--- src/logic/gbe_loopback_mover.sv ---
`timescale 1ns/1ps
module gbe_loopback_mover (
  input  logic        cpu_clk,
  input  logic        cpu_rst,
  input  logic        tx_ready_i,
  input  logic [11:0] tx_size_i,
  output logic        tx_done_o,
  output logic [8:0]  tx_addr_o,
  input  logic [31:0] tx_rdata_i,
  output logic [8:0]  rx_addr_o,
  output logic [31:0] rx_wdata_o,
  output logic        rx_we_o,
  output logic        rx_ready_o,
  output logic [11:0] rx_size_o,
  input  logic        rx_ack_i
);

  typedef enum logic [1:0] {IDLE, COPY, PRESENT} mover_state_e;

  mover_state_e state_q;
  logic [11:0]  size_q;
  logic [11:0]  rd_cnt_q;
  logic [8:0]   wr_addr_q;
  logic         rx_we_q;
  logic         done_q;
  logic         ready_q;

  always_ff @(posedge cpu_clk) begin
    if (cpu_rst) begin
      state_q  <= IDLE;
      rd_cnt_q <= '0;
      rx_we_q  <= 1'b0;
      done_q   <= 1'b0;
      ready_q  <= 1'b0;
    end else begin
      rx_we_q <= 1'b0;
      done_q  <= 1'b0;
      case (state_q)
        IDLE: begin
          rd_cnt_q <= '0;
          if (tx_ready_i && !done_q) begin
            // empty packet, nothing to present
            if (tx_size_i == 12'd0) done_q  <= 1'b1;
            else                    state_q <= COPY;
          end
        end
        COPY: begin
          rd_cnt_q <= rd_cnt_q + 12'd1;
          rx_we_q  <= 1'b1;
          if (rd_cnt_q == size_q - 12'd1) begin
            state_q <= PRESENT;
            done_q  <= 1'b1;
            ready_q <= 1'b1;
          end
        end
        PRESENT: begin
          if (rx_ack_i) begin
            ready_q <= 1'b0;
            state_q <= IDLE;
          end
        end
        default: state_q <= IDLE;
      endcase
    end
  end

  // write trails the read by one cycle of memory latency
  always_ff @(posedge cpu_clk) begin
    if (state_q == IDLE) size_q <= tx_size_i;
    wr_addr_q <= rd_cnt_q[8:0];
  end

  assign tx_addr_o  = rd_cnt_q[8:0];
  assign rx_addr_o  = wr_addr_q;
  assign rx_wdata_o = tx_rdata_i;
  assign rx_we_o    = rx_we_q;
  assign tx_done_o  = done_q;
  assign rx_ready_o = ready_q;
  assign rx_size_o  = size_q;

endmodule

--- config.mk ---
export PLATFORM = sky130hd
export DESIGN_NAME = gbe_loopback_mover
export DESIGN_NICKNAME = d
export VERILOG_FILES = /design/src/logic/gbe_loopback_mover.sv
export SDC_FILE = /design/constraint.sdc
export NUM_CORES = 1
export LEC_CHECK = 0
export BUFFER_PORTS_ARGS = -buffer_cell sky130_fd_sc_hd__buf_2
export CAP_MARGIN = 20
export CORE_ASPECT_RATIO = 1.1
export CORE_UTILIZATION = 45
export DETAILED_ROUTE_END_ITERATION = 10
export PLACE_DENSITY = 0.82
export SLEW_MARGIN = 20
export SYNTH_ARGS = -nofsm -noshare
export SYNTH_HDL_FRONTEND = slang
export SYNTH_SLANG_ARGS = --single-unit
--- constraint.sdc ---
create_clock -name cpu_clk -period 5.02 [get_ports cpu_clk]
set_input_delay 0.753 -clock cpu_clk [delete_from_list [all_inputs] [get_ports cpu_clk]]
set_output_delay 0.753 -clock cpu_clk [all_outputs]
set_load 0.02 [all_outputs]
* Word-level counts from Yosys, hierarchy flattened
Cells that the tools add are included.
** Cells by class
- $add $sub $neg :: 2
- Eq/ne operators :: 7
- Muxes and demuxes :: 14
- Reduce and logical (&&, ||, !) cells :: 8
** Operator list (number)
- 12-bit one-hot mux with 2 select lines :: 1
- 12-bit by 1-bit adder with 12-bit output, second input constant :: 1
- 12-bit equality test :: 1
- 12-bit zero test :: 1
- 12-bit by 1-bit subtractor with 12-bit output, second input constant :: 1
- 2-bit 2-to-1 mux :: 4
- 2-bit inequality test, second input constant :: 4
- 1-bit 2-to-1 mux :: 6
- 2-bit one-hot mux with 3 select lines :: 1
- 1-bit one-hot mux with 2 select lines :: 2
- 4-bit AND reduction :: 1
- 2-bit nonzero test :: 2
- 3-bit AND reduction :: 1
- 2-bit by 1-bit equality test with 1-bit output, second input constant :: 1
- 2-bit equality test, second input constant :: 1
- 2-bit zero test :: 1
- 1-bit logical AND :: 1
- 1-bit zero test :: 1
** Storage, ports and cells
- Register bits :: 38
- Output and inout port bits :: 65

* Depth between registers and ports, before layout
Gate-level depths: netlist (run 1).
- Word-level depth :: 4
- Mapped depth :: 8

* Worst setup path after synthesis (run 1)
OpenSTA, ideal clock, no wires.
- Path type :: register to register
- From :: register size_q[0], in the netlist rx_size_o[0]
- To :: register state_q[1]
- Library setup time :: 57 ps
- Arrival time :: 2312 ps
- Data required time :: 4963 ps
- Setup slack :: 2651 ps
- Stages on the path, launching flop included :: 8
- Buffers on the path :: 1
- Period minus slack after synthesis :: 2369 ps
- Cells stage by stage :: edfxtp_1 > or3_1 > buf_2 > xnor2_1 > a31oi_1 > or4_1 > a2111oi_2 > a21o_2
** On the way
- Cells in the longest elaborated chain, start to end :: 4
** Ends and longest elaborated chain
- start: declaration :: line 21 : logic [11:0] size_q;
- start signal: assignment :: line 69 : if (state_q == IDLE) size_q <= tx_size_i;
- 12-bit by 1-bit subtractor with 12-bit output :: line 50 : if (rd_cnt_q == size_q - 12'd1) begin
- 12-bit equality test :: line 50
- 2-bit inequality test (no source line)
- 4-bit AND reduction (no source line)
- end signal: assignment :: line 51 : state_q <= PRESENT;
- end signal: assignment :: line 59 : state_q <= IDLE;
- end signal: assignment :: line 62 : default: state_q <= IDLE;
- end: declaration :: line 20 : mover_state_e state_q;
No other way between the ends.
A chain may end at the register's enable or synchronous reset.

* Final worst setup path (run 1)
Same ends and word-level chain as after synthesis.

==> flow_metrics.py, run 1 <==
metrics = {
    "place": {
        "pre_cts_ws_ns": 2.46,
        "placed_cell_area_sq_um": 1960,
        "numPortBuffers": 48,
        "dp_hpwl_um": 2680,
        "gp_congestion": 0.809,
        "dpl.cell_count": 258,
    },
    "setup_path": {
        "cp-startpoint": "rx_size_o[0]",
        "rr_worst_depth": 8,
        "start_kind": "flip-flop",
        "critPathArrivalTime_ns": 2.81,
        "r2r_slack_ns": 2.45,
        "r2r_end": "state_q[1]",
        "reg2reg_from": "rx_size_o[0]",
        "crit_end": "state_q[1]",
        "critPathRequiredTime_ns": 5.26,
        "worst-path-max-fanout": 5,
        "path_class": "flip-flop to flip-flop",
        "endpoint_kind": "flip-flop",
    },
    "logic_synthesis": {
        "yosys_warnings": 0,
        "synth_cells": 203,
        "synth_common_cells": "41 x buf_4, 26 x dfxtp_1, 19 x nor2_1",
        "synth.net_count": 253,
        "ys.flop_type": "dfxtp_1",
        "synth_largest_area_cell": "dfxtp_1",
        "synth_edf_count": 12,
        "netlist.area_leader.share_pct": 26.3,
        "synth.most_common_cell": "buf_4",
        "synthArstFlopShare_pct": 0,
        "synth-seq-cells": 38,
        "yosysSeqAreaShare_pct": 44.4,
        "synth_area_sq_um": 1980,
        "synth.area.top_cells": "dfxtp_1 26%, edfxtp_1 18%, buf_4 16%, xnor2_1 7.1%, nor2_1 3.6%",
        "post_synth_num_cell_types": 39,
        "syn_area_per_cell_sq_um": 9.76,
    },
    "route": {
        "wl_met2_um": 1640,
        "drc": 0,
        "vias": 1359,
        "drtPass1Iterations": 4,
        "via_per_inst": 5.11,
        "wl_met1_um": 1530,
        "initialDrtViolationCount": 63,
        "drt_wl_total_um": 3490,
        "routed.top_layer": "met4",
        "met3_length_um": 220,
        "drt-wirelength-per-cell_um": 13.1,
        "antenna_left": 0,
    },
    "die": {
        "core_area_sq_um": 4080,
        "dieArea_sq_um": 4670,
        "die_x_um": 65.3,
        "initial_core_util_pct": 48.5,
        "ios": 113,
        "die_h_um": 71.6,
        "fp-row-count": 24,
    },
    "timing": {
        "slew_headroom_pct": 57.9,
        "max_freq_ghz": 0.389,
        "rsz0062_at_grt": "no",
        "finalCritPeriodShare_pct": 51.2,
        "final.setup_skew_ns": 0.00360,
        "setup_viol": 0,
        "worst_slew_pin_slew_ns": 0.630,
        "setup_slack_ns": 2.45,
        "setup_tns_ns": 0,
        "whs_ns": 0.433,
        "min_period_ns": 2.57,
        "final_max_slew_viol_count": 0,
        "hold_viol": 0,
    },
    "clock_network": {
        "clockRootBuffer": "clkbuf_8",
        "clock-sinks": 38,
        "cts_tree": "built",
        "cts_resized": 0,
        "insertion_delay_ns": 0.29,
        "clk_pin_slew_ns": 0.07,
        "h-tree-depth": 2,
        "cts_setup_buffers": 0,
        "cts_made_buffers": 5,
        "holdBufCountCts": 0,
        "cts.path.max_buffers": 2,
    },
    "power_and_ir_drop": {
        "p_sw_mw": 0.147,
        "internal_power_mw": 0.463,
        "leakage_nw": 0.858,
        "sequentialPowerShare_pct": 55.7,
        "swShare_pct": 24.1,
        "peakVddDrop_v": 0.000128,
        "p_total_mw": 0.609,
        "p_clk_share_pct": 34.6,
        "p_per_area_nw_per_um2": 296,
        "comb_power_share_pct": 9.7,
    },
    "grt": {
        "grt_pass1_wl_um": 5790,
        "first_global_vias": 1283,
        "grt_max_degree": 15,
        "grt-ovfl-total": 0,
        "antenna_found_initial": 0,
        "grt.total_usage_pct": 16.7,
    },
    "finish": {
        "fin_nets": 263,
        "final_core_util_pct": 50.4,
        "syn_to_final_growth_pct": 3.79,
        "diodes": 0,
        "drive_gt1_share_pct": 29.4,
        "final_cells": 266,
        "fin_area_sq_um": 2060,
    },
    "min_path": {
        "hold_path_class": "flip-flop to flip-flop",
        "min_from": "rd_cnt_q[8]",
    },
    "run_status": {
        "outcome": "finished clean",
    },
    "flow_run": {
        "drv_cap": 0,
    },
}
==> area by class of cell <==
type | instances | area, sq um
Clock buffer | 7 | 86.3
Clock inverter | 1 | 5.00
Fill cell | 400 | 2030
Inverter | 5 | 18.8
Multi-Input combinational cell | 115 | 761
Sequential cell | 38 | 881
Tap cell | 52 | 65.1
Timing Repair Buffer | 48 | 240
==> power groups by stage <==
stage	combinational (mW)	clock, mW	sequential, mW
3_5_place_dp	0.0591	0	0.346
6_report	0.0591	0.211	0.340
5_1_grt	0.0646	0.229	0.341
3_3_place_gp	0.0582	0	0.346
2_1_floorplan	0.0677	0	0.353
4_1_cts	0.0597	0.217	0.340
==> worst max-delay path, cell delays in order, from the launching register on <==
cell and delay, ns:
edfxtp_1 0.43, inv_1 0.09, ha_1 0.21, nor4b_2 0.46
a21oi_1 0.15, nor4_1 0.29, o211ai_1 0.14, a2111oi_2 0.55
a21o_2 0.20
==> layer usage <==
layer	up-vias	track usage, %
met2	53	26.2
met5	-	0
met3	17	6.05
li1	675	-
met4	0	10.4
met1	614	19.2
==> how the worst min path moves through the flow <==
stage	to	slack (ns)	cells past startpoint
finish	rx_addr_o[8]	0.43	0
floorplan	rx_addr_o[8]	0.39	0
detailed placement	rx_addr_o[8]	0.42	0
global placement	rx_addr_o[8]	0.42	0
global route	rx_addr_o[8]	0.46	0
CTS	rx_addr_o[8]	0.44	0
==> flip-flops by register name, indices dropped and copies added (netlist names) <==
signal and flops:
tx_done_o 1, rx_ready_o 1, rx_addr_o 9, rx_we_o 1, rx_size_o 12, rd_cnt_q 12
state_q 2
==> logic make-up (layout without fill, tap and decap cells) <==
logic type	count (synthesis)	count (layout)	share of synthesized area, %
simple gates	70	70	19.4
buf+inv	50	61	17.3
flops	38	38	44.4
xor+xnor	23	23	10.2
compound gates	18	18	6.38
fa+ha+maj	2	2	1.26
mux	2	2	1.01
==> cell usage in the layout (no fill, tap or decap), types with 5 or more instances in the layout <==
cell | netlist | final
a21oi_1 | 6 | 6
buf_2 | 1 | 48
clkbuf_8 | 0 | 6
dfxtp_1 | 26 | 26
edfxtp_1 | 12 | 12
inv_1 | 5 | 5
nand2_1 | 7 | 7
nand3_1 | 6 | 6
nor2_1 | 19 | 18
nor3_1 | 5 | 5
nor4_1 | 5 | 5
xnor2_1 | 16 | 16
xor2_1 | 7 | 7
No activity file was read; power rests on OpenSTA's default activity.
==> run 2: changes to the inputs <==
--- a/config.mk
+++ b/config.mk
@@ -8,9 +8,9 @@
 export BUFFER_PORTS_ARGS = -buffer_cell sky130_fd_sc_hd__buf_2
 export CAP_MARGIN = 20
 export CORE_ASPECT_RATIO = 1.1
-export CORE_UTILIZATION = 45
+export CORE_UTILIZATION = 44
 export DETAILED_ROUTE_END_ITERATION = 10
-export PLACE_DENSITY = 0.82
+export PLACE_DENSITY = 0.8
 export SLEW_MARGIN = 20
 export SYNTH_ARGS = -nofsm -noshare
 export SYNTH_HDL_FRONTEND = slang
==> constraint.sdc (replaced) <==
create_clock -name cpu_clk -period 2.4 [get_ports cpu_clk]
set_input_delay 0.36 -clock cpu_clk [delete_from_list [all_inputs] [get_ports cpu_clk]]
set_output_delay 0.36 -clock cpu_clk [all_outputs]
set_load 0.02 [all_outputs]
==> flow_metrics.py, run 2 (same netlist as run 1, synthesis figures left out) <==
metrics = {
    "min_path": {
        "hold_end": "rx_size_o[3]",
        "min_from": "tx_size_i[3]",
        "hold_depth": 1,
        "hold_path_class": "primary input to flip-flop",
    },
    "route": {
        "drtPass1Iterations": 4,
        "wl_met2_um": 1560,
        "met3_length_um": 248,
        "drc": 0,
        "drt-wirelength-per-cell_um": 12.6,
        "wl_met1_um": 1540,
        "antenna_left": 0,
        "initialDrtViolationCount": 83,
        "routed.top_layer": "met4",
        "via_per_inst": 5.05,
        "vias": 1394,
        "drt_wl_total_um": 3470,
    },
    "die": {
        "initial_core_util_pct": 45.9,
        "dieArea_sq_um": 4780,
        "ios": 113,
        "fp-row-count": 25,
        "core_area_sq_um": 4320,
        "die_x_um": 66.0,
        "die_h_um": 72.4,
    },
    "timing": {
        "worst_slew_pin_slew_ns": 0.506,
        "setup_viol": 0,
        "hold_viol": 0,
        "final.setup_skew_ns": 0.00569,
        "final_max_slew_viol_count": 0,
        "min_period_ns": 2.35,
        "max_freq_ghz": 0.425,
        "slew_headroom_pct": 66.0,
        "finalCritPeriodShare_pct": 97.9,
        "setup_tns_ns": 0,
    },
    "setup_path": {
        "start_kind": "flip-flop",
        "critPathRequiredTime_ns": 2.62,
        "slowest_delay_ns": 0.44,
        "critPathArrivalTime_ns": 2.57,
        "endpoint_kind": "flip-flop",
        "slowest_stage": "or4_4",
        "r2r_slack_ns": 0.05,
        "path_class": "flip-flop to flip-flop",
        "crit_buf_inv": 1,
        "crit_family": "simple AND/OR/NAND/NOR gates",
        "r2r_end": "rx_ready_o",
        "reg2reg_from": "rx_size_o[1]",
        "rr_worst_depth": 7,
        "cp_cell_sequence": "or3_4 -> nor4_2 -> a31oi_1 -> or4_4 -> a2111oi_4 -> buf_4 -> o2bb2ai_1",
        "worst-path-max-fanout": 5,
    },
    "run_status": {
        "outcome": "finished clean",
    },
    "grt": {
        "grt_pass1_wl_um": 5400,
        "grt.total_usage_pct": 15.3,
        "grt_max_degree": 15,
        "first_global_vias": 1205,
        "antenna_found_initial": 0,
        "grt-ovfl-total": 0,
    },
    "finish": {
        "fill_cells": 402,
        "fin_nets": 272,
        "diodes": 0,
        "final_cell_mix": "48 x buf_2, 26 x dfxtp_1, 19 x nor2_1",
        "drive_gt1_share_pct": 32.9,
        "syn_to_final_growth_pct": 8.33,
        "final_common_cell": "buf_2",
        "final_cells": 276,
    },
    "clock_network": {
        "clock-sinks": 38,
        "cts_made_buffers": 5,
        "h-tree-depth": 2,
        "cts.path.max_buffers": 2,
        "clockRootBuffer": "clkbuf_8",
        "clk_pin_slew_ns": 0.07,
        "cts_tree": "built",
        "insertion_delay_ns": 0.29,
        "cts_setup_buffers": 0,
    },
    "power_and_ir_drop": {
        "leakage_nw": 0.902,
        "p_per_area_nw_per_um2": 595,
        "peakVddDrop_v": 0.000291,
    },
    "place": {
        "dp_hpwl_um": 2670,
        "numPortBuffers": 48,
        "gp_congestion": 0.777,
        "dpl.cell_count": 269,
    },
    "flow_run": {
        "drv_cap": 0,
    },
}
run 2: metrics by stage:
step / hold WS [ns] / worst slack (ns) / utilization (%) / power (mW) / area, sq um
floorplan: 0.394 / 0.0309 / - / 0.880 / 1980
global placement: 0.421 / 0.165 / 47.1 / 0.856 / 2030
detailed placement: 0.425 / 0.0993 / 47.1 / 0.859 / 2030
CTS: 0.252 / 0.0364 / 49.1 / 1.29 / 2120
global route: 0.248 / -0.0445 / 49.7 / 1.33 / 2150
finish: 0.260 / 0.0498 / 49.7 / 1.28 / 2150
run 2: repair_timing:
action                     CTS  global route
hold endpoints to repair     0             0
hold buffers                 0             0
setup endpoints to repair    0             4
resized for setup            0             4
run 2: area by class of cell:
cell class                 instances  area, sq um  share of cell area (%)
clock buffer                       7         86.3                    4.02
inverter                           5         18.8                   0.874
tap                               54         67.6                    3.15
timing repair buffer              57          308                    14.3
sequential                        38          881                    41.0
multi-input combinational        115          786                    36.6
run 2: routing by layer:
metal / global-route usage (%) / vias up
li1: - / 694
met1: 18.2 / 625
met2: 23.6 / 58
met3: 5.03 / 17
met4: 9.69 / 0
met5: 0 / -
run 2: where the power goes:
part           internal, mW  total (mW)  switching (mW)  leakage, nW
Clock                 0.228       0.430           0.202       0.0443
Combinational        0.0623       0.143          0.0804        0.527
Sequential            0.685       0.705          0.0197        0.331
Total                 0.975        1.28           0.303        0.902
run 2: how the worst max path moves through the flow:
stage / start / cells past startpoint / end
final: rx_size_o[1] / 7 / rx_ready_o
after global routing: rx_size_o[1] / 7 / rx_ready_o
after CTS: rx_size_o[0] / 10 / rx_ready_o
after detailed placement: rx_size_o[0] / 7 / rx_ready_o
after global placement: rx_size_o[0] / 7 / tx_done_o
after floorplan: rx_size_o[0] / 7 / state_q[1]
run 2: worst register-to-register path: stages (launching register included):
cell and delay, ns:
edfxtp_1 0.42, or3_4 0.43, nor4_2 0.25, a31oi_1 0.08, or4_4 0.44, a2111oi_4 0.38
buf_4 0.19, o2bb2ai_1 0.10
