==> src/logic/gbe_cpu_pkg.sv <==
package gbe_cpu_pkg;

  // region start addresses, 0x800 bytes each
  localparam logic [13:0] REG_BASE   = 14'h0000;
  localparam logic [13:0] TXBUF_BASE = 14'h1000;
  localparam logic [13:0] RXBUF_BASE = 14'h2000;
  localparam logic [13:0] ARP_BASE   = 14'h3000;

  localparam logic [3:0] REG_LOCAL_MAC_1   = 4'd0;
  localparam logic [3:0] REG_LOCAL_MAC_0   = 4'd1;
  localparam logic [3:0] REG_LOCAL_GATEWAY = 4'd3;
  localparam logic [3:0] REG_LOCAL_IPADDR  = 4'd4;
  localparam logic [3:0] REG_BUFFER_SIZES  = 4'd6;
  localparam logic [3:0] REG_VALID_PORTS   = 4'd8;
  localparam logic [3:0] REG_PHY_STATUS    = 4'd9;
  localparam logic [3:0] REG_PHY_CONTROL   = 4'd10;

  localparam logic [47:0] RST_MAC         = 48'h0200_0000_0001;
  localparam logic [31:0] RST_IP          = 32'hc0a8_0101;
  localparam logic [15:0] RST_PORT        = 16'h2710;
  localparam logic [7:0]  RST_GATEWAY     = 8'h01;
  localparam logic        RST_ENABLE      = 1'b0;
  localparam logic        RST_PROMISC     = 1'b0;
  localparam logic [31:0] RST_PHY_CONTROL = 32'h0000_0000;

  localparam int TXBUF_WORDS = 512;
  localparam int ARP_ENTRIES = 256;

  typedef struct packed {
    logic [1:0] region;
    logic [5:0] unused;
    logic [3:0] idx;
    logic [1:0] offset;
  } gbe_reg_view_t;

  typedef struct packed {
    logic [1:0] region;
    logic       hi;
    logic [8:0] word;
    logic [1:0] offset;
  } gbe_mem_view_t;

  typedef union packed {
    gbe_reg_view_t reg_view;
    gbe_mem_view_t mem_view;
  } gbe_cpu_addr_u;

  typedef struct packed {
    logic          cyc;
    logic          stb;
    logic          we;
    logic [3:0]    sel;
    gbe_cpu_addr_u addr;
    logic [31:0]   wdata;
    logic          pad;
  } gbe_bus_req_t;

  typedef struct packed {
    logic [47:0] mac;
    logic [31:0] ip;
    logic [15:0] port;
    logic [7:0]  gateway;
    logic        enable;
    logic        promiscuous;
  } gbe_local_cfg_t;

endpackage
==> src/logic/gbe_cpu_regs.sv <==
`timescale 1ns/1ps
module gbe_cpu_regs import gbe_cpu_pkg::*; (
  input  logic           cpu_clk,
  input  logic           cpu_rst,
  input  gbe_bus_req_t   bus_req_i,
  output logic [31:0]    bus_rdata_o,
  output logic           bus_ack_o,
  input  logic [31:0]    phy_status_i,
  output logic [31:0]    phy_control_o,
  output gbe_local_cfg_t local_cfg_o,
  output logic [7:0]     arp_addr_o,
  input  logic [47:0]    arp_rdata_i,
  output logic [47:0]    arp_wdata_o,
  output logic           arp_we_o,
  output logic [8:0]     txbuf_addr_o,
  input  logic [31:0]    txbuf_rdata_i,
  output logic [31:0]    txbuf_wdata_o,
  output logic           txbuf_we_o,
  output logic [8:0]     rxbuf_addr_o,
  input  logic [31:0]    rxbuf_rdata_i,
  output logic [11:0]    tx_size_o,
  output logic           tx_ready_o,
  input  logic           tx_done_i,
  input  logic [11:0]    rx_size_i,
  input  logic           rx_ready_i,
  output logic           rx_ack_o
);

  gbe_cpu_addr_u  addr;
  logic [31:0]    wdata;
  logic [3:0]     sel;
  logic           trans;
  logic           reg_sel;
  logic           tx_sel;
  logic           rx_sel;
  logic           arp_sel;
  logic           arp_half;
  logic [31:0]    mem_word;
  logic [31:0]    merged;
  logic [31:0]    reg_rdata;

  gbe_local_cfg_t cfg_q;
  logic [31:0]    phy_ctrl_q;
  logic [11:0]    tx_size_q;
  logic           tx_ready_q;
  logic [11:0]    rx_size_q;
  logic           rx_ack_q;
  logic           ack_q;
  logic           wait_q;
  logic           arp_we_q;
  logic           tx_we_q;
  logic           use_arp_q;
  logic           use_tx_q;
  logic           use_rx_q;
  logic [3:0]     data_src_q;
  logic [47:0]    wdata_q;

  function automatic logic [31:0] lane_merge(input logic [31:0] old_w,
                                             input logic [31:0] new_w,
                                             input logic [3:0]  lanes);
    logic [31:0] res;
    res = old_w;
    for (int i = 0; i < 4; i++) begin
      if (lanes[i]) begin
        res[8*i +: 8] = new_w[8*i +: 8];
      end
    end
    return res;
  endfunction

  assign addr     = bus_req_i.addr;
  assign wdata    = bus_req_i.wdata;
  assign sel      = bus_req_i.sel;
  assign trans    = bus_req_i.cyc && bus_req_i.stb && !ack_q;
  assign reg_sel  = !addr.mem_view.hi && (addr.mem_view.region == REG_BASE[13:12]);
  assign tx_sel   = !addr.mem_view.hi && (addr.mem_view.region == TXBUF_BASE[13:12]);
  assign rx_sel   = !addr.mem_view.hi && (addr.mem_view.region == RXBUF_BASE[13:12]);
  assign arp_sel  = !addr.mem_view.hi && (addr.mem_view.region == ARP_BASE[13:12]);
  // word bit 0 picks low 32 bits of the entry
  assign arp_half = addr.mem_view.word[0];

  assign mem_word = tx_sel ? txbuf_rdata_i :
                    arp_half ? arp_rdata_i[31:0] : {16'h0, arp_rdata_i[47:32]};
  assign merged   = lane_merge(mem_word, wdata, sel);

  always_ff @(posedge cpu_clk) begin
    if (cpu_rst) begin
      cfg_q      <= '{RST_MAC, RST_IP, RST_PORT, RST_GATEWAY, RST_ENABLE, RST_PROMISC};
      phy_ctrl_q <= RST_PHY_CONTROL;
      tx_size_q  <= '0;
      tx_ready_q <= 1'b0;
      rx_size_q  <= '0;
      rx_ack_q   <= 1'b0;
      ack_q      <= 1'b0;
      wait_q     <= 1'b0;
      arp_we_q   <= 1'b0;
      tx_we_q    <= 1'b0;
      use_arp_q  <= 1'b0;
      use_tx_q   <= 1'b0;
      use_rx_q   <= 1'b0;
      data_src_q <= '0;
    end else begin
      ack_q     <= 1'b0;
      arp_we_q  <= 1'b0;
      tx_we_q   <= 1'b0;
      use_arp_q <= 1'b0;
      use_tx_q  <= 1'b0;
      use_rx_q  <= 1'b0;
      if (tx_done_i) begin
        tx_size_q  <= '0;
        tx_ready_q <= 1'b0;
      end
      // take a new packet only once the last one was released
      if (rx_ready_i && rx_size_q == 12'd0) begin
        rx_ack_q <= 1'b1;
      end
      if (rx_ready_i && rx_ack_q) begin
        rx_size_q <= rx_size_i;
        rx_ack_q  <= 1'b0;
      end
      if (wait_q) begin
        wait_q   <= 1'b0;
        ack_q    <= 1'b1;
        arp_we_q <= arp_sel;
        tx_we_q  <= tx_sel;
      end else if (trans) begin
        if ((arp_sel || tx_sel) && bus_req_i.we) begin
          wait_q <= 1'b1;
        end else begin
          ack_q <= 1'b1;
        end
        use_arp_q  <= arp_sel && !bus_req_i.we;
        use_tx_q   <= tx_sel && !bus_req_i.we;
        use_rx_q   <= rx_sel && !bus_req_i.we;
        data_src_q <= addr.reg_view.idx;
        if (reg_sel && bus_req_i.we) begin
          case (addr.reg_view.idx)
            REG_LOCAL_MAC_1: begin
              if (sel[0]) cfg_q.mac[39:32] <= wdata[7:0];
              if (sel[1]) cfg_q.mac[47:40] <= wdata[15:8];
            end
            REG_LOCAL_MAC_0: cfg_q.mac[31:0] <= lane_merge(cfg_q.mac[31:0], wdata, sel);
            REG_LOCAL_GATEWAY: if (sel[0]) cfg_q.gateway <= wdata[7:0];
            REG_LOCAL_IPADDR: cfg_q.ip <= lane_merge(cfg_q.ip, wdata, sel);
            REG_BUFFER_SIZES: begin
              // release of the received packet
              if (sel[0] && wdata[12:0] == 13'h0) rx_size_q <= '0;
              if (sel[2]) begin
                tx_size_q[7:0] <= wdata[23:16];
                tx_ready_q     <= 1'b1;
              end
              if (sel[3]) tx_size_q[11:8] <= wdata[27:24];
            end
            REG_VALID_PORTS: begin
              if (sel[0]) cfg_q.port[7:0]    <= wdata[7:0];
              if (sel[1]) cfg_q.port[15:8]   <= wdata[15:8];
              if (sel[2]) cfg_q.enable       <= wdata[16];
              if (sel[3]) cfg_q.promiscuous  <= wdata[24];
            end
            REG_PHY_CONTROL: phy_ctrl_q <= lane_merge(phy_ctrl_q, wdata, sel);
            default: ;
          endcase
        end
      end
    end
  end

  // merge in the wait cycle and write on the ack cycle
  always_ff @(posedge cpu_clk) begin
    if (wait_q) begin
      if (tx_sel) begin
        wdata_q <= {16'h0, merged};
      end else if (arp_half) begin
        wdata_q <= {arp_rdata_i[47:32], merged};
      end else begin
        wdata_q <= {merged[15:0], arp_rdata_i[31:0]};
      end
    end
  end

  always_comb begin
    case (data_src_q)
      REG_LOCAL_MAC_1:   reg_rdata = {16'h0, cfg_q.mac[47:32]};
      REG_LOCAL_MAC_0:   reg_rdata = cfg_q.mac[31:0];
      REG_LOCAL_GATEWAY: reg_rdata = {24'h0, cfg_q.gateway};
      REG_LOCAL_IPADDR:  reg_rdata = cfg_q.ip;
      REG_BUFFER_SIZES:  reg_rdata = {4'h0, tx_size_q, 4'h0, rx_size_q};
      REG_VALID_PORTS:   reg_rdata = {7'h0, cfg_q.promiscuous, 7'h0, cfg_q.enable, cfg_q.port};
      REG_PHY_STATUS:    reg_rdata = phy_status_i;
      REG_PHY_CONTROL:   reg_rdata = phy_ctrl_q;
      default:           reg_rdata = 32'h0;
    endcase
  end

  assign bus_rdata_o   = use_arp_q ? mem_word :
                         use_tx_q  ? txbuf_rdata_i :
                         use_rx_q  ? rxbuf_rdata_i : reg_rdata;
  assign bus_ack_o     = ack_q;
  assign phy_control_o = phy_ctrl_q;
  assign local_cfg_o   = cfg_q;
  assign arp_addr_o    = addr.mem_view.word[8:1];
  assign arp_wdata_o   = wdata_q;
  assign arp_we_o      = arp_we_q;
  assign txbuf_addr_o  = addr.mem_view.word;
  assign txbuf_wdata_o = wdata_q[31:0];
  assign txbuf_we_o    = tx_we_q;
  assign rxbuf_addr_o  = addr.mem_view.word;
  assign tx_size_o     = tx_size_q;
  assign tx_ready_o    = tx_ready_q;
  assign rx_ack_o      = rx_ack_q;

endmodule

==> config.mk <==
export PLATFORM = sky130hd
export DESIGN_NAME = gbe_cpu_regs
export DESIGN_NICKNAME = d
export VERILOG_FILES = /design/src/logic/gbe_cpu_pkg.sv /design/src/logic/gbe_cpu_regs.sv
export SDC_FILE = /design/constraint.sdc
export NUM_CORES = 1
export LEC_CHECK = 0
export BUFFER_PORTS_ARGS = -buffer_cell sky130_fd_sc_hd__buf_2
export CORE_AREA = 3 3 198 200
export CTS_BUF_LIST = sky130_fd_sc_hd__clkbuf_4 sky130_fd_sc_hd__clkbuf_8
export DETAILED_ROUTE_END_ITERATION = 10
export DIE_AREA = 0 0 201 203
export HOLD_SLACK_MARGIN = 0.15
export PLACE_DENSITY_LB_ADDON = 0.2
export SLEW_MARGIN = 20
export SYNTH_ARGS = -nofsm -noshare
export SYNTH_HDL_FRONTEND = slang
export SYNTH_SLANG_ARGS = --single-unit
==> constraint.sdc <==
create_clock -name cpu_clk -period 5.2 [get_ports cpu_clk]
set_input_delay 0 -clock cpu_clk [delete_from_list [all_inputs] [get_ports cpu_clk]]
set_output_delay 0 -clock cpu_clk [all_outputs]
set_load 0.02 [all_outputs]
== Word level (Yosys, flattened, before mapping) ==
Cells that the tools add are included.
W data, S select, Z words.

* Reductions and logical operators: 46
* Muxes and demuxes: 35
* Bitwise logic cells: 2
* Eq/ne operators: 16

{| class="wikitable"
|+ Operators with widths
! cell !! count
|-
| $pmux W32 S8 || 1
|-
| $mux W32 || 6
|-
| $mux W12 || 11
|-
| $reduce_and A5 Y1 || 19
|-
| $mux W48 || 1
|-
| $mux W8 || 5
|-
| $eq A4 B4 Y1 const B || 5
|-
| $eq A4 B3 Y1 const B || 4
|-
| $logic_and A1 B1 Y1 || 14
|-
| $logic_not A13 Y1 || 1
|-
| $logic_not A12 Y1 || 1
|-
| $mux W1 || 10
|-
| $eq A4 B1 Y1 const B || 2
|-
| $eq A4 B2 Y1 const B || 2
|-
| $logic_not A4 Y1 || 2
|-
| $eq A2 B2 Y1 const B || 2
|-
| $mux W4 || 1
|-
| $reduce_or A2 Y1 || 2
|-
| $logic_not A1 Y1 || 3
|-
| $reduce_or A3 Y1 || 1
|-
| $eq A2 B1 Y1 const B || 1
|-
| $logic_not A2 Y1 || 1
|-
| $not A1 Y1 || 2
|-
| $reduce_and A2 Y1 || 1
|-
| $logic_or A1 B1 Y1 || 1
|}

* Word-level logic and storage cells: 132
* Register bits: 223
* Output and inout bits: 293
* Bits of input ports: 214

== Logic depth before layout (Yosys ltp) ==
Gate-level depths: netlist of run 1.

* Word-level depth: 7
* Mapped depth: 8

== Worst setup path before layout of run 1 ==
Ideal clock, no wire load.

* Path kind: flip-flop to flip-flop
* From: register wait_q
* To: register cfg_q (netlist bit local_cfg_o[14])
* Path slack: 2429 ps
* Data required time: 5083 ps
* Arrival time: 2654 ps
* Buffers on the path: 3
* Setup time: 117 ps
* Stages on the path, launching flop included: 9
* Path through: dfxtp_1 > and4bb_1 > buf_2 > and3_1 > buf_2 > and3_1 > buf_2 > mux2i_1 > nand2b_1

* Word-level cells in the longest chain between the ends: 2

{| class="wikitable"
|+ RTL lines
! element !! line !! RTL
|-
| start: declaration || gbe_cpu_regs.sv:49 || <nowiki>logic wait_q;</nowiki>
|-
| start signal: assignment || gbe_cpu_regs.sv:95 || <nowiki>wait_q <= 1'b0;</nowiki>
|-
| start signal: assignment || gbe_cpu_regs.sv:122 || <nowiki>wait_q <= 1'b0;</nowiki>
|-
| start signal: assignment || gbe_cpu_regs.sv:128 || <nowiki>wait_q <= 1'b1;</nowiki>
|-
| $not A1 Y1 (no source line) || -- ||
|-
| $reduce_and A5 Y1 (no source line) || -- ||
|-
| end signal: assignment || gbe_cpu_regs.sv:88 || <nowiki>cfg_q <= '{RST_MAC, RST_IP, RST_PORT, RST_GATEWAY, RST_ENABLE, RST_PROMISC};</nowiki>
|-
| end: declaration || gbe_cpu_regs.sv:42 || <nowiki>gbe_local_cfg_t cfg_q;</nowiki>
|}

Every way passes these cells.
A chain may end at the register's enable or synchronous reset.

== Worst setup path in the final report of run 1 ==
* From: register data_src_q[2]
* To: output bus_rdata_o[27]

* Word-level cells in the longest chain between the ends: 5

{| class="wikitable"
|+ RTL lines
! element !! line !! RTL
|-
| start: declaration || gbe_cpu_regs.sv:55 || <nowiki>logic [3:0] data_src_q;</nowiki>
|-
| start signal: assignment || gbe_cpu_regs.sv:135 || <nowiki>data_src_q <= addr.reg_view.idx;</nowiki>
|-
| $eq A4 B4 Y1, or another cell as far along || gbe_cpu_regs.sv:182 || <nowiki>case (data_src_q)</nowiki>
|-
| $pmux W32 S8 (*) || gbe_cpu_regs.sv:182 ||
|-
| $mux W32 (*) || gbe_cpu_regs.sv:197 || <nowiki>use_rx_q ? rxbuf_rdata_i : reg_rdata;</nowiki>
|-
| $mux W32 (*) || gbe_cpu_regs.sv:196 || <nowiki>use_tx_q ? txbuf_rdata_i :</nowiki>
|-
| $mux W32 (*) || gbe_cpu_regs.sv:195 || <nowiki>assign bus_rdata_o = use_arp_q ? mem_word :</nowiki>
|-
| end: declaration || gbe_cpu_regs.sv:6 || <nowiki>output logic [31:0] bus_rdata_o,</nowiki>
|}

Mark *: on every way between the ends. The rest lies on a longest branch, timed or not.

==> run summary, run 1 <==
fraction of synthesized area in multiplexers: 11.6%
worst hold path type: input port to flip-flop
Tot Pwr: 4290 uW
Req. time, crit path: 5.20 ns
layout cell share with drive strength beyond 1: 31.0%
final hold vios: 0
DIE AREA: 0.0408 mm2
num ports: 507
Max Used Layer: met5
worst r2r dst: local_cfg_o[22]
Achievable Freq: 267 MHz
first-pass GRT wire length: 87500 um
leak pwr: 0.00785 uW
largest family of logic cells by synthesized area: compound AO/OA/AOI/OAI gates
setup TNS: 0 ns
routed wl met2: 27600 um
Post-Synth Simple-Gate Area: 19.3%
post-synth net total: 1687
largest net degree at the start of global routing: 88
total number of vias: 13800
Vias/cell: 5.32
Crit Path Class: flip-flop to primary output
commonest non-fill, non-tap cells in the layout: buf_2, nor2_1, dlygate4sd3_1, nand2_1, dfxtp_1
initial antenna violation count: 4
Synth Area in XOR/XNOR: 0.0708%
clk sink count: 223
RSZ-0062 raised after global routing: no
Core Box Area: 0.0376 mm2
final antenna-violating net count: 0
crit share post-route: 71.9%
total congestion overflow: 0
max cap viols: 0
CTS max path bufs: 3
postcts setup bufs: 0
Final Wtd Congestion: 0.919
yosys warns: 0
Hold EP: arp_wdata_o[43]
# port buffers: 483
Mapped Cells: 1473
chip width: 201 um
root buffer cell: clkbuf_8
syn avg cell area: 8.40 um2
CP startpoint kind: flip-flop
ys async rst share: 0%
Synth Area in Adders: 0%
most common cell after layout, fill and taps aside: buf_2
Main synth FF type: dfxtp_1
placed cells: 2317
hold_sp: txbuf_rdata_i[11]
R2R depth: 7
Iteration-0 DRC Markers: 1290
r2r startpoint: wait_q
starting density of the core: 32.9%
number of synthesized flops with an enable pin: 48
Clock Skews: 0.0150 ns
status: complete, no violations
CP arrival: 3.74 ns
Worst Hold Depth: 4
routed wire length per instance: 23.5 um
Netlist cell types: 68
post-synthesis compound-gate area fraction: 21.2%
Syn-to-layout area delta: 42.6%
Final Core Density: 47.0%
Routed met3 length: 4960 um
number of global-route vias before repair: 13100
post-synthesis register bit count: 223
Crit Path Max Fanout: 27
total track usage: 28.3%
# diodes: 0
drt drc: 0
dpl hpwl: 44700 um
Routed WL: 61100 um
Seq/Total Area, Yosys: 40.0%
Worst-Skew Late Latency: 0.60 ns
Critical Path End Type: primary output
Reg clk slew, reported paths: 0.06 ns
Die Ht: 203 um
CTS tree: yes
row cnt: 71
final non-filler cell total: 2600
Min Clock Period, post-route: 3.74 ns
fin. max-slew vios: 0
H-tree depth: 2
DRT met1 WL: 27000 um
VDD IR-drop max: 157 uV
nets@finish: 2271
Tightest Pin Transition: 1.12 ns
Pwr per Cell Area: 243 mW/mm2
number of setup violations in the final report: 0
R2R Setup Slk: 2.10 ns
DRT Pass-1 Iters: 6
max_slew headroom: 24.8%
cts bufs inserted: 42
synthesized area: 0.0124 mm2
[flip-flops by register name, indices dropped and copies added (netlist names)]
register	cells
rx_size_q	12
arp_we_o	1
rx_ack_o	1
arp_wdata_o	48
wait_q	1
tx_ready_o	1
use_rx_q	1
phy_control_o	32
local_cfg_o	106
txbuf_we_o	1
use_arp_q	1
use_tx_q	1
data_src_q	4
tx_size_o	12
bus_ack_o	1
[final cells by class]
cell class	instances	area, um2
fill	3782	19900
clock buffer	64	812
timing repair buffer	713	4660
tap	511	639
sequential	223	4950
clock inverter	12	62.6
inverter	7	26.3
multi-input combinational	1070	6490
[power by group]
part | total, uW | internal, uW | switching (uW)
clock | 1810 | 998 | 817
combinational | 675 | 293 | 382
sequential | 1800 | 1790 | 13.2
total | 4290 | 3080 | 1210
[worst max path at each step]
stage / startpoint / end / slack [ns]
global placement: data_src_q[0] / bus_rdata_o[24] / 2.04
detailed placement: data_src_q[0] / bus_rdata_o[9] / 2.10
CTS: data_src_q[0] / bus_rdata_o[9] / 1.43
floorplan: wait_q / local_cfg_o[14] / 2.43
finish: data_src_q[2] / bus_rdata_o[27] / 1.46
global route: data_src_q[0] / bus_rdata_o[9] / 1.30
[layer usage]
layer  up-vias  GRT usage, %
li1       6400             -
met5         -             0
met1      6664          39.4
met3       113          5.61
met4         4          8.31
met2       651          44.5
[per-stage QoR]
| step | setup slack (ns) | hold WS [ns] | area (um2) |
|---|---|---|---|
| after floorplan | 2.43 | 0.0759 | 12400 |
| after detailed placement | 2.10 | 0.000313 | 14700 |
| after global placement | 2.04 | 0.000313 | 14700 |
| after CTS | 1.43 | 0.153 | 17600 |
| after global routing | 1.30 | 0.193 | 17600 |
| final | 1.46 | 0.172 | 17600 |
[timing repair]
action	4_1_cts	5_1_grt
hold endpoints to repair	237	0
hold buffers	207	0
gates resized for setup	0	0
[worst max-delay path, cell delays in order (launching register included)]
cell and delay, ns:
dfxtp_1 0.29, buf_4 0.23, nor2_1 0.88, nand2_1 0.49, o2bb2ai_1 0.35, o21ai_0 0.14, a211oi_1 0.49, buf_2 0.26
[kinds of logic after synthesis]
logic type	after synthesis
simple gates	517
compound gates	411
flops	223
buf+inv	180
mux	141
xor+xnor	1
[Yosys cell counts, types with 11 or more instances]
cell,n,area share [%]
dfxtp_1,175,28
o21ai_0,93,3.8
clkbuf_1,73,2.2
buf_2,31,1.3
nand2_1,187,5.7
o21ba_2,16,1.3
nor2_1,215,6.5
buf_4,60,3.6
mux2i_1,118,9.5
nand2b_1,13,0.66
nand3b_1,18,1.1
a22oi_1,52,3.2
a211oi_1,13,0.79
a32oi_1,11,0.78
nor3_1,11,0.45
edfxtp_1,48,12
o22ai_1,37,1.9
mux2_2,23,2.1
nor2b_1,11,0.56
a21oi_1,126,5.1
Power figures use the tool's default switching activity.
==> run 2, diff against run 1 <==
--- a/config.mk
+++ b/config.mk
@@ -5,11 +5,12 @@
 export SDC_FILE = /design/constraint.sdc
 export NUM_CORES = 1
 export LEC_CHECK = 0
+export ABC_AREA = 1
 export BUFFER_PORTS_ARGS = -buffer_cell sky130_fd_sc_hd__buf_2
-export CORE_AREA = 3 3 198 200
+export CORE_AREA = 3 3 199 201
 export CTS_BUF_LIST = sky130_fd_sc_hd__clkbuf_4 sky130_fd_sc_hd__clkbuf_8
 export DETAILED_ROUTE_END_ITERATION = 10
-export DIE_AREA = 0 0 201 203
+export DIE_AREA = 0 0 202 204
 export HOLD_SLACK_MARGIN = 0.15
 export PLACE_DENSITY_LB_ADDON = 0.2
 export SLEW_MARGIN = 20
==> constraint.sdc (replaced) <==
create_clock -name cpu_clk -period 3.2 [get_ports cpu_clk]
set_input_delay 0 -clock cpu_clk [delete_from_list [all_inputs] [get_ports cpu_clk]]
set_output_delay 0 -clock cpu_clk [all_outputs]
set_load 0.02 [all_outputs]
==> run summary, run 2 <==
starting density of the core: 34.2% (+1.3 points)
post-synthesis compound-gate area fraction: 15.7% (-5.5 points)
sw power: 2150 uW (+77%)
root buffer cell: clkbuf_8
post-synthesis register bit count: 223 (unchanged)
max_slew headroom: 30.1% (+5.2 points)
nets@finish: 2777 (+22%)
total track usage: 27.6% (-0.72 points)
Reg clk slew, reported paths: 0.06 ns (about the same)
fin. max-slew vios: 0 (unchanged)
VDD IR-drop max: 345 uV (+120%)
fraction of synthesized area in multiplexers: 0% (-12 points)
CTS tree: yes
yosys warns: 0 (unchanged)
status: complete, no violations
post-synth net total: 2195 (+30%)
sw frac: 28.8% (+0.53 points)
RSZ-0062 raised after global routing: no
CP startpoint kind: flip-flop
Die Ht: 204 um (+0.49%)
setup TNS: 0 ns (unchanged)
total congestion overflow: 0 (unchanged)
chip width: 202 um (+0.50%)
worst stage delay on the critical path: 0.62 ns (-0.26 ns)
dpl hpwl: 43600 um (-2.5%)
DRT Pass-1 Iters: 5 (-1)
Main synth FF type: dfxtp_1
delay-heaviest family, CP: buffers and inverters
combinational share of power: 17.5% (+1.8 points)
first-pass GRT wire length: 87700 um (+0.24%)
Internal: 5320 uW (+73%)
CP arrival: 3.57 ns (-0.17 ns)
cts bufs inserted: 43 (+2.4%)
Post-Synth Simple-Gate Area: 33.9% (+15 points)
Crit Path Max Fanout: 4 (-85%)
Worst Hold Depth: 4 (unchanged)
CP dominant cell by count: dlygate4sd3_1
Achievable Freq: 330 MHz
max FFs per register: 106 (unchanged)
CP max-delay cell: dlygate4sd3_1
Synth top cells by count: nand2_1, nor2_1, o21ai_0
Netlist cell types: 30 (-56%)
R2R depth: 9 (+2)
synthesized area: 0.0129 mm2 (+4.3%)
post-synth top area cell: dfxtp_1
Req. time, crit path: 3.74 ns (-1.46 ns)
placed cells: 2833 (+22%)
Core Box Area: 0.0378 mm2 (+0.47%)
Routed WL: 59600 um (-2.3%)
final worst setup slack: 0.166 ns (-1.29 ns)
CTS max path bufs: 3 (unchanged)
drt drc: 0 (unchanged)
commonest non-fill, non-tap cells in the layout: nand2_1, buf_2, nor2_1, o21ai_0, dlygate4sd3_1
ys async rst share: 0% (unchanged)
# port buffers: 483 (unchanged)
max cap viols: 0 (unchanged)
WP depth: 9 (+2)
number of setup violations in the final report: 0 (unchanged)
Final Core Density: 48.4% (+1.5 points)
crit path cell chain: nand3b_4, nor2_4, nand2_1, dlygate4sd3_1, nor2_4, nand2_1, dlygate4sd3_1, a21oi_1, dlygate4sd3_1
number of global-route vias before repair: 14600 (+11%)
routed wire length per instance: 19.1 um (-18%)
final antenna-violating net count: 0 (unchanged)
crit share post-route: 94.8%
Critical Path End Type: flip-flop
Min Clock Period, post-route: 3.03 ns
num ports: 507 (unchanged)
Mapped Cells: 1981 (+34%)
Vias/cell: 5.00 (-6.0%)
Synth Area in XOR/XNOR: 0% (-0.071 points)
leak pwr: 0.00933 uW (+19%)
worst hold path type: input port to flip-flop
post-synth top area share: 27.1% (-1.2 points)
layout cell share with drive strength beyond 1: 24.9% (-6.0 points)
pre-CTS WS: 0.952 ns (-1.15 ns)
syn avg cell area: 6.51 um2 (-22%)
clock share of power: 42.6% (+0.3 points)
most common cell after layout, fill and taps aside: nand2_1
Final Wtd Congestion: 0.939 (+2.2%)
Crit Path Class: flip-flop to flip-flop
Tightest Pin Transition: 1.05 ns (-0.0784 ns)
CP bufs+invs: 3 (+1)
number of synthesized flops with an enable pin: 48 (unchanged)
top-count cell post-synth: nand2_1
Seq/Total Area, Yosys: 38.3% (-1.7 points)
Clock Skews: 0.0159 ns (+0.000940 ns)
post-CTS sizing: 0 (unchanged)
top post-synthesis cells by area: dfxtp_1, nand2_1, edfxtp_1, nor2_1, o21ai_0
row cnt: 71 (unchanged)
final non-filler cell total: 3115 (+20%)
largest family of logic cells by synthesized area: simple AND/OR/NAND/NOR gates
part of the power in registers: 39.9% (-2.0 points)
total number of vias: 15600 (+13%)
clk sink count: 223 (unchanged)
Worst-Skew Late Latency: 0.59 ns (about the same)
DIE AREA: 0.0412 mm2 (+0.99%)
worst hold margin: 0.275 ns (+0.104 ns)
Synth Area in Adders: 0% (unchanged)
largest net degree at the start of global routing: 75 (-15%)
final hold vios: 0 (unchanged)
Iteration-0 DRC Markers: 1200 (-7.0%)
H-tree depth: 2 (unchanged)
initial antenna violation count: 8 (+4)
Syn-to-layout area delta: 41.6%
Pwr per Cell Area: 409 mW/mm2 (+68%)
run 2: cell count changes after synthesis, sizes merged, moves of 37 or more:
cell | previous run | this run
nand3 | 8 | 189
o22ai | 37 | 0
o21ai | 93 | 197
inv | 6 | 171
mux2i | 118 | 0
nand2 | 189 | 497
nor2 | 216 | 329
a22oi | 52 | 8
run 2: path summary, 6_finish.rpt:
kind	from	endpoint	slack (ns)
worst max-delay path	bus_ack_o	local_cfg_o[55]	0.17
worst min-delay path	bus_req_i[32]	local_cfg_o[89]	0.28
worst max register to register	bus_ack_o	local_cfg_o[55]	0.17
worst min register to register	rx_ack_o	rx_ack_o	0.47
run 2: stage by stage:
step / cell area (um2) / power (uW)
floorplan: 12900 / 3650
global placement: 15300 / 4060
detailed placement: 15300 / 4070
CTS: 18200 / 7530
global route: 18300 / 7800
finish: 18300 / 7470
run 2: power by group through the flow:
stage	clock network, uW	logic (uW)	registers [uW]
after detailed placement	0	1030	3040
after global routing	3380	1430	2990
after CTS	3260	1290	2980
after global placement	0	1020	3040
after floorplan	0	610	3040
final	3180	1310	2980
run 2: layer usage:
layer	track usage (%)	vias up	part of all wire, %
met2	45.2	704	46
met1	36.3	7225	42
met4	8.55	4	2.7
li1	-	7540	-
met3	6.27	101	8.6
met5	0	-	0.054
run 2: what timing repair did:
item / in CTS / in global routing
setup endpoints to repair: 0 / 1
hold buffers: 194 / 0
buffers inserted: 0 / 2
hold endpoints to repair: 237 / 0
run 2: layout make-up:
class / instances / area, um2
Tap cell: 511 / 639
Sequential cell: 223 / 4950
Clock inverter: 13 / 129
Inverter: 172 / 647
Timing Repair Buffer: 705 / 4620
Fill cell: 3854 / 19500
Clock buffer: 67 / 841
Multi-Input combinational cell: 1418 / 6440
Antenna cell: 6 / 15.0
run 2: logic make-up after synthesis:
kind of cell / after synthesis
and+or+nand+nor: 1035
AOI/OAI and AO/OA: 383
buffers and inverters: 340
DFF: 223
run 2: tightest hold or removal path: cells and delay by family:
kind	cells	cell delay (ns)
buffers and inverters	2	0.66
AO/OA/AOI/OAI	1	0.09
AND/OR/NAND/NOR	1	0.08
==> run 3, diff against run 2 <==
--- a/config.mk
+++ b/config.mk
@@ -7,10 +7,10 @@
 export LEC_CHECK = 0
 export ABC_AREA = 1
 export BUFFER_PORTS_ARGS = -buffer_cell sky130_fd_sc_hd__buf_2
-export CORE_AREA = 3 3 199 201
+export CORE_AREA = 3 3 196 198
 export CTS_BUF_LIST = sky130_fd_sc_hd__clkbuf_4 sky130_fd_sc_hd__clkbuf_8
 export DETAILED_ROUTE_END_ITERATION = 10
-export DIE_AREA = 0 0 202 204
+export DIE_AREA = 0 0 199 201
 export HOLD_SLACK_MARGIN = 0.15
 export PLACE_DENSITY_LB_ADDON = 0.2
 export SLEW_MARGIN = 20
==> constraint.sdc (replaced) <==
create_clock -name cpu_clk -period 3.6 [get_ports cpu_clk]
set_input_delay 0 -clock cpu_clk [delete_from_list [all_inputs] [get_ports cpu_clk]]
set_output_delay 0 -clock cpu_clk [all_outputs]
set_load 0.02 [all_outputs]
==> run summary, run 3 (synthesized netlist as in run 2, its figures left out) <==
leak pwr: 0.00925 uW (-0.89%)
chip width: 199 um (-1.5%)
Worst Hold Depth: 5 (+1)
clk sink count: 223 (unchanged)
max FFs per register: 106 (unchanged)
status: complete, no violations
sw power: 1930 uW (-10%)
total track usage: 28.7% (+1.1 points)
CP dominant cell by count: nand2_1
# port buffers: 483 (unchanged)
postcts setup bufs: 0 (unchanged)
CTS tree: yes
crit share post-route: 87.3%
Vias/cell: 5.04 (+0.85%)
Reg clk slew, reported paths: 0.06 ns (about the same)
max_slew headroom: 31.4% (+1.3 points)
setup TNS: 0 ns (unchanged)
FILL cells: 3730 (-3.2%)
fin. max-slew vios: 0 (unchanged)
hold_sp: bus_req_i[50]
first-pass GRT wire length: 88400 um (+0.83%)
CTS Hold Bufs: 184 (-5.2%)
Crit Path Class: flip-flop to primary output
cts bufs inserted: 43 (unchanged)
post-CTS sizing: 0 (unchanged)
Critical Path End Type: primary output
final hold vios: 0 (unchanged)
worst r2r dst: rx_size_q[4]
Core Box Area: 0.0367 mm2 (-2.8%)
Req. time, crit path: 3.60 ns (-0.14 ns)
DIE AREA: 0.0400 mm2 (-2.9%)
Achievable Freq: 318 MHz
most common cell after layout, fill and taps aside: nand2_1
row cnt: 70 (-1.4%)
nets@finish: 2768 (-0.32%)
H-tree depth: 2 (unchanged)
total number of vias: 15400 (-1.1%)
placed inst area: 0.0153 mm2 (-0.37%)
drt drc: 0 (unchanged)
root buffer cell: clkbuf_8
dpl hpwl: 43600 um (about the same)
routed wire length per instance: 19.5 um (+2.0%)
largest net degree at the start of global routing: 83 (+11%)
CP max-delay cell: nor2_4
RSZ-0062 raised after global routing: no
Final Wtd Congestion: 0.920 (-2.0%)
Min Clock Period, post-route: 3.14 ns
crit path cell chain: inv_1, nor2_4, buf_4, nand3_1, nand3_1, o21ai_0, nand2_1, nand2_1, nand2_1, buf_2
DRT Pass-1 Iters: 6 (+1)
VDD IR-drop max: 246 uV (-29%)
starting density of the core: 35.2% (+0.98 points)
total congestion overflow: 0 (unchanged)
Hold EP: local_cfg_o[0]
Syn-to-layout area delta: 40.1%
R2R depth: 7 (-2)
initial antenna violation count: 3 (-5)
number of global-route vias before repair: 15000 (+2.3%)
layout cell share with drive strength beyond 1: 25.0% (about the same)
CP arrival: 3.14 ns (-0.43 ns)
Die Ht: 201 um (-1.5%)
CTS max path bufs: 3 (unchanged)
Internal: 4730 uW (-11%)
Worst-Skew Late Latency: 0.61 ns (+0.02 ns)
num ports: 507 (unchanged)
r2r startpoint: bus_ack_o
Crit Path Max Fanout: 26 (+22)
R2R Setup Slk: 0.50 ns (+0.33 ns)
Clock Skews: 0.0245 ns (+0.00859 ns)
sw frac: 29.0% (+0.26 points)
number of setup violations in the final report: 0 (unchanged)
Pwr per Cell Area: 368 mW/mm2 (-9.8%)
combinational share of power: 17.4% (about the same)
clock share of power: 42.8% (+0.2 points)
worst stage delay on the critical path: 0.59 ns (-0.03 ns)
CP startpoint kind: flip-flop
Tightest Pin Transition: 1.03 ns (-0.0196 ns)
part of the power in registers: 39.8% (about the same)
max cap viols: 0 (unchanged)
Iteration-0 DRC Markers: 1322 (+10%)
Routed WL: 59600 um (unchanged)
Post-Layout Inst Area: 0.0181 mm2 (-1.1%)
final antenna-violating net count: 0 (unchanged)
worst hold path type: input port to flip-flop
commonest non-fill, non-tap cells in the layout: nand2_1, buf_2, nor2_1, o21ai_0, nand3_1
==> run 3: cell types whose count changed in the layout (fill, tap and decap cells not counted), moves of 2 or more <==
cell	delta
dlygate4sd3_1	-10
clkbuf_4	-4
diode_2	-4
buf_4	+3
buf_12	-2
==> run 3: metal layers <==
metal / wire [um] / vias to the layer above / track usage (%) / share of wire (%)
met3: 4930 / 106 / 6.56 / 8.3
met2: 27000 / 681 / 45.5 / 45
met1: 26100 / 7103 / 38.7 / 44
li1: - / 7505 / - / -
met4: 1670 / 4 / 9.29 / 2.8
met5: 23 / - / 0 / 0.039
==> run 3: final cells by class <==
type | count | area, um2 | area share [%]
multi-input combinational | 1418 | 6440 | 35.6
sequential | 223 | 4950 | 27.4
timing repair buffer | 696 | 4500 | 24.9
clock buffer | 62 | 797 | 4.41
inverter | 172 | 647 | 3.58
tap | 468 | 586 | 3.24
clock inverter | 13 | 156 | 0.865
antenna | 2 | 5.00 | 0.0277
==> run 3: worst max-delay path by stage <==
| stage | startpoint | to | slack (ns) | cells after the start |
|---|---|---|---|---|
| 3_3_place_gp | data_src_q[0] | bus_rdata_o[19] | 1.17 | 10 |
| 3_5_place_dp | data_src_q[0] | bus_rdata_o[19] | 1.18 | 10 |
| 4_1_cts | data_src_q[0] | bus_rdata_o[19] | 0.50 | 10 |
| 6_report | data_src_q[0] | bus_rdata_o[19] | 0.46 | 10 |
| 5_1_grt | data_src_q[0] | bus_rdata_o[19] | 0.29 | 10 |
| 2_1_floorplan | wait_q | local_cfg_o[12] | 1.20 | 6 |
==> run 3: critical path, delay by kind of cell, from the launching register on <==
kind	cells	cell delay (ns)
compound gates	1	0.32
buf+inv	3	0.66
flops	1	0.45
simple gates	6	1.09
==> run 3: metrics by stage <==
step                      utilization, %  setup WS (ns)  hold WS [ns]  cells  power (uW)
after floorplan                        -           1.20        0.0770   1981        3240
after global placement              41.6           1.17      0.000285   2793        3600
after detailed placement            41.6           1.18      0.000285   2793        3610
after CTS                           49.2          0.496         0.180   3052        6680
after global routing                49.3          0.294         0.259   3053        6920
final                               49.3          0.459         0.239   3054        6660
==> run 3: power groups by stage <==
stage / clock network [uW] / logic, uW / registers, uW
floorplan: 0 / 543 / 2700
global placement: 0 / 902 / 2700
detailed placement: 0 / 909 / 2700
CTS: 2890 / 1150 / 2650
global route: 3000 / 1270 / 2650
finish: 2850 / 1160 / 2650
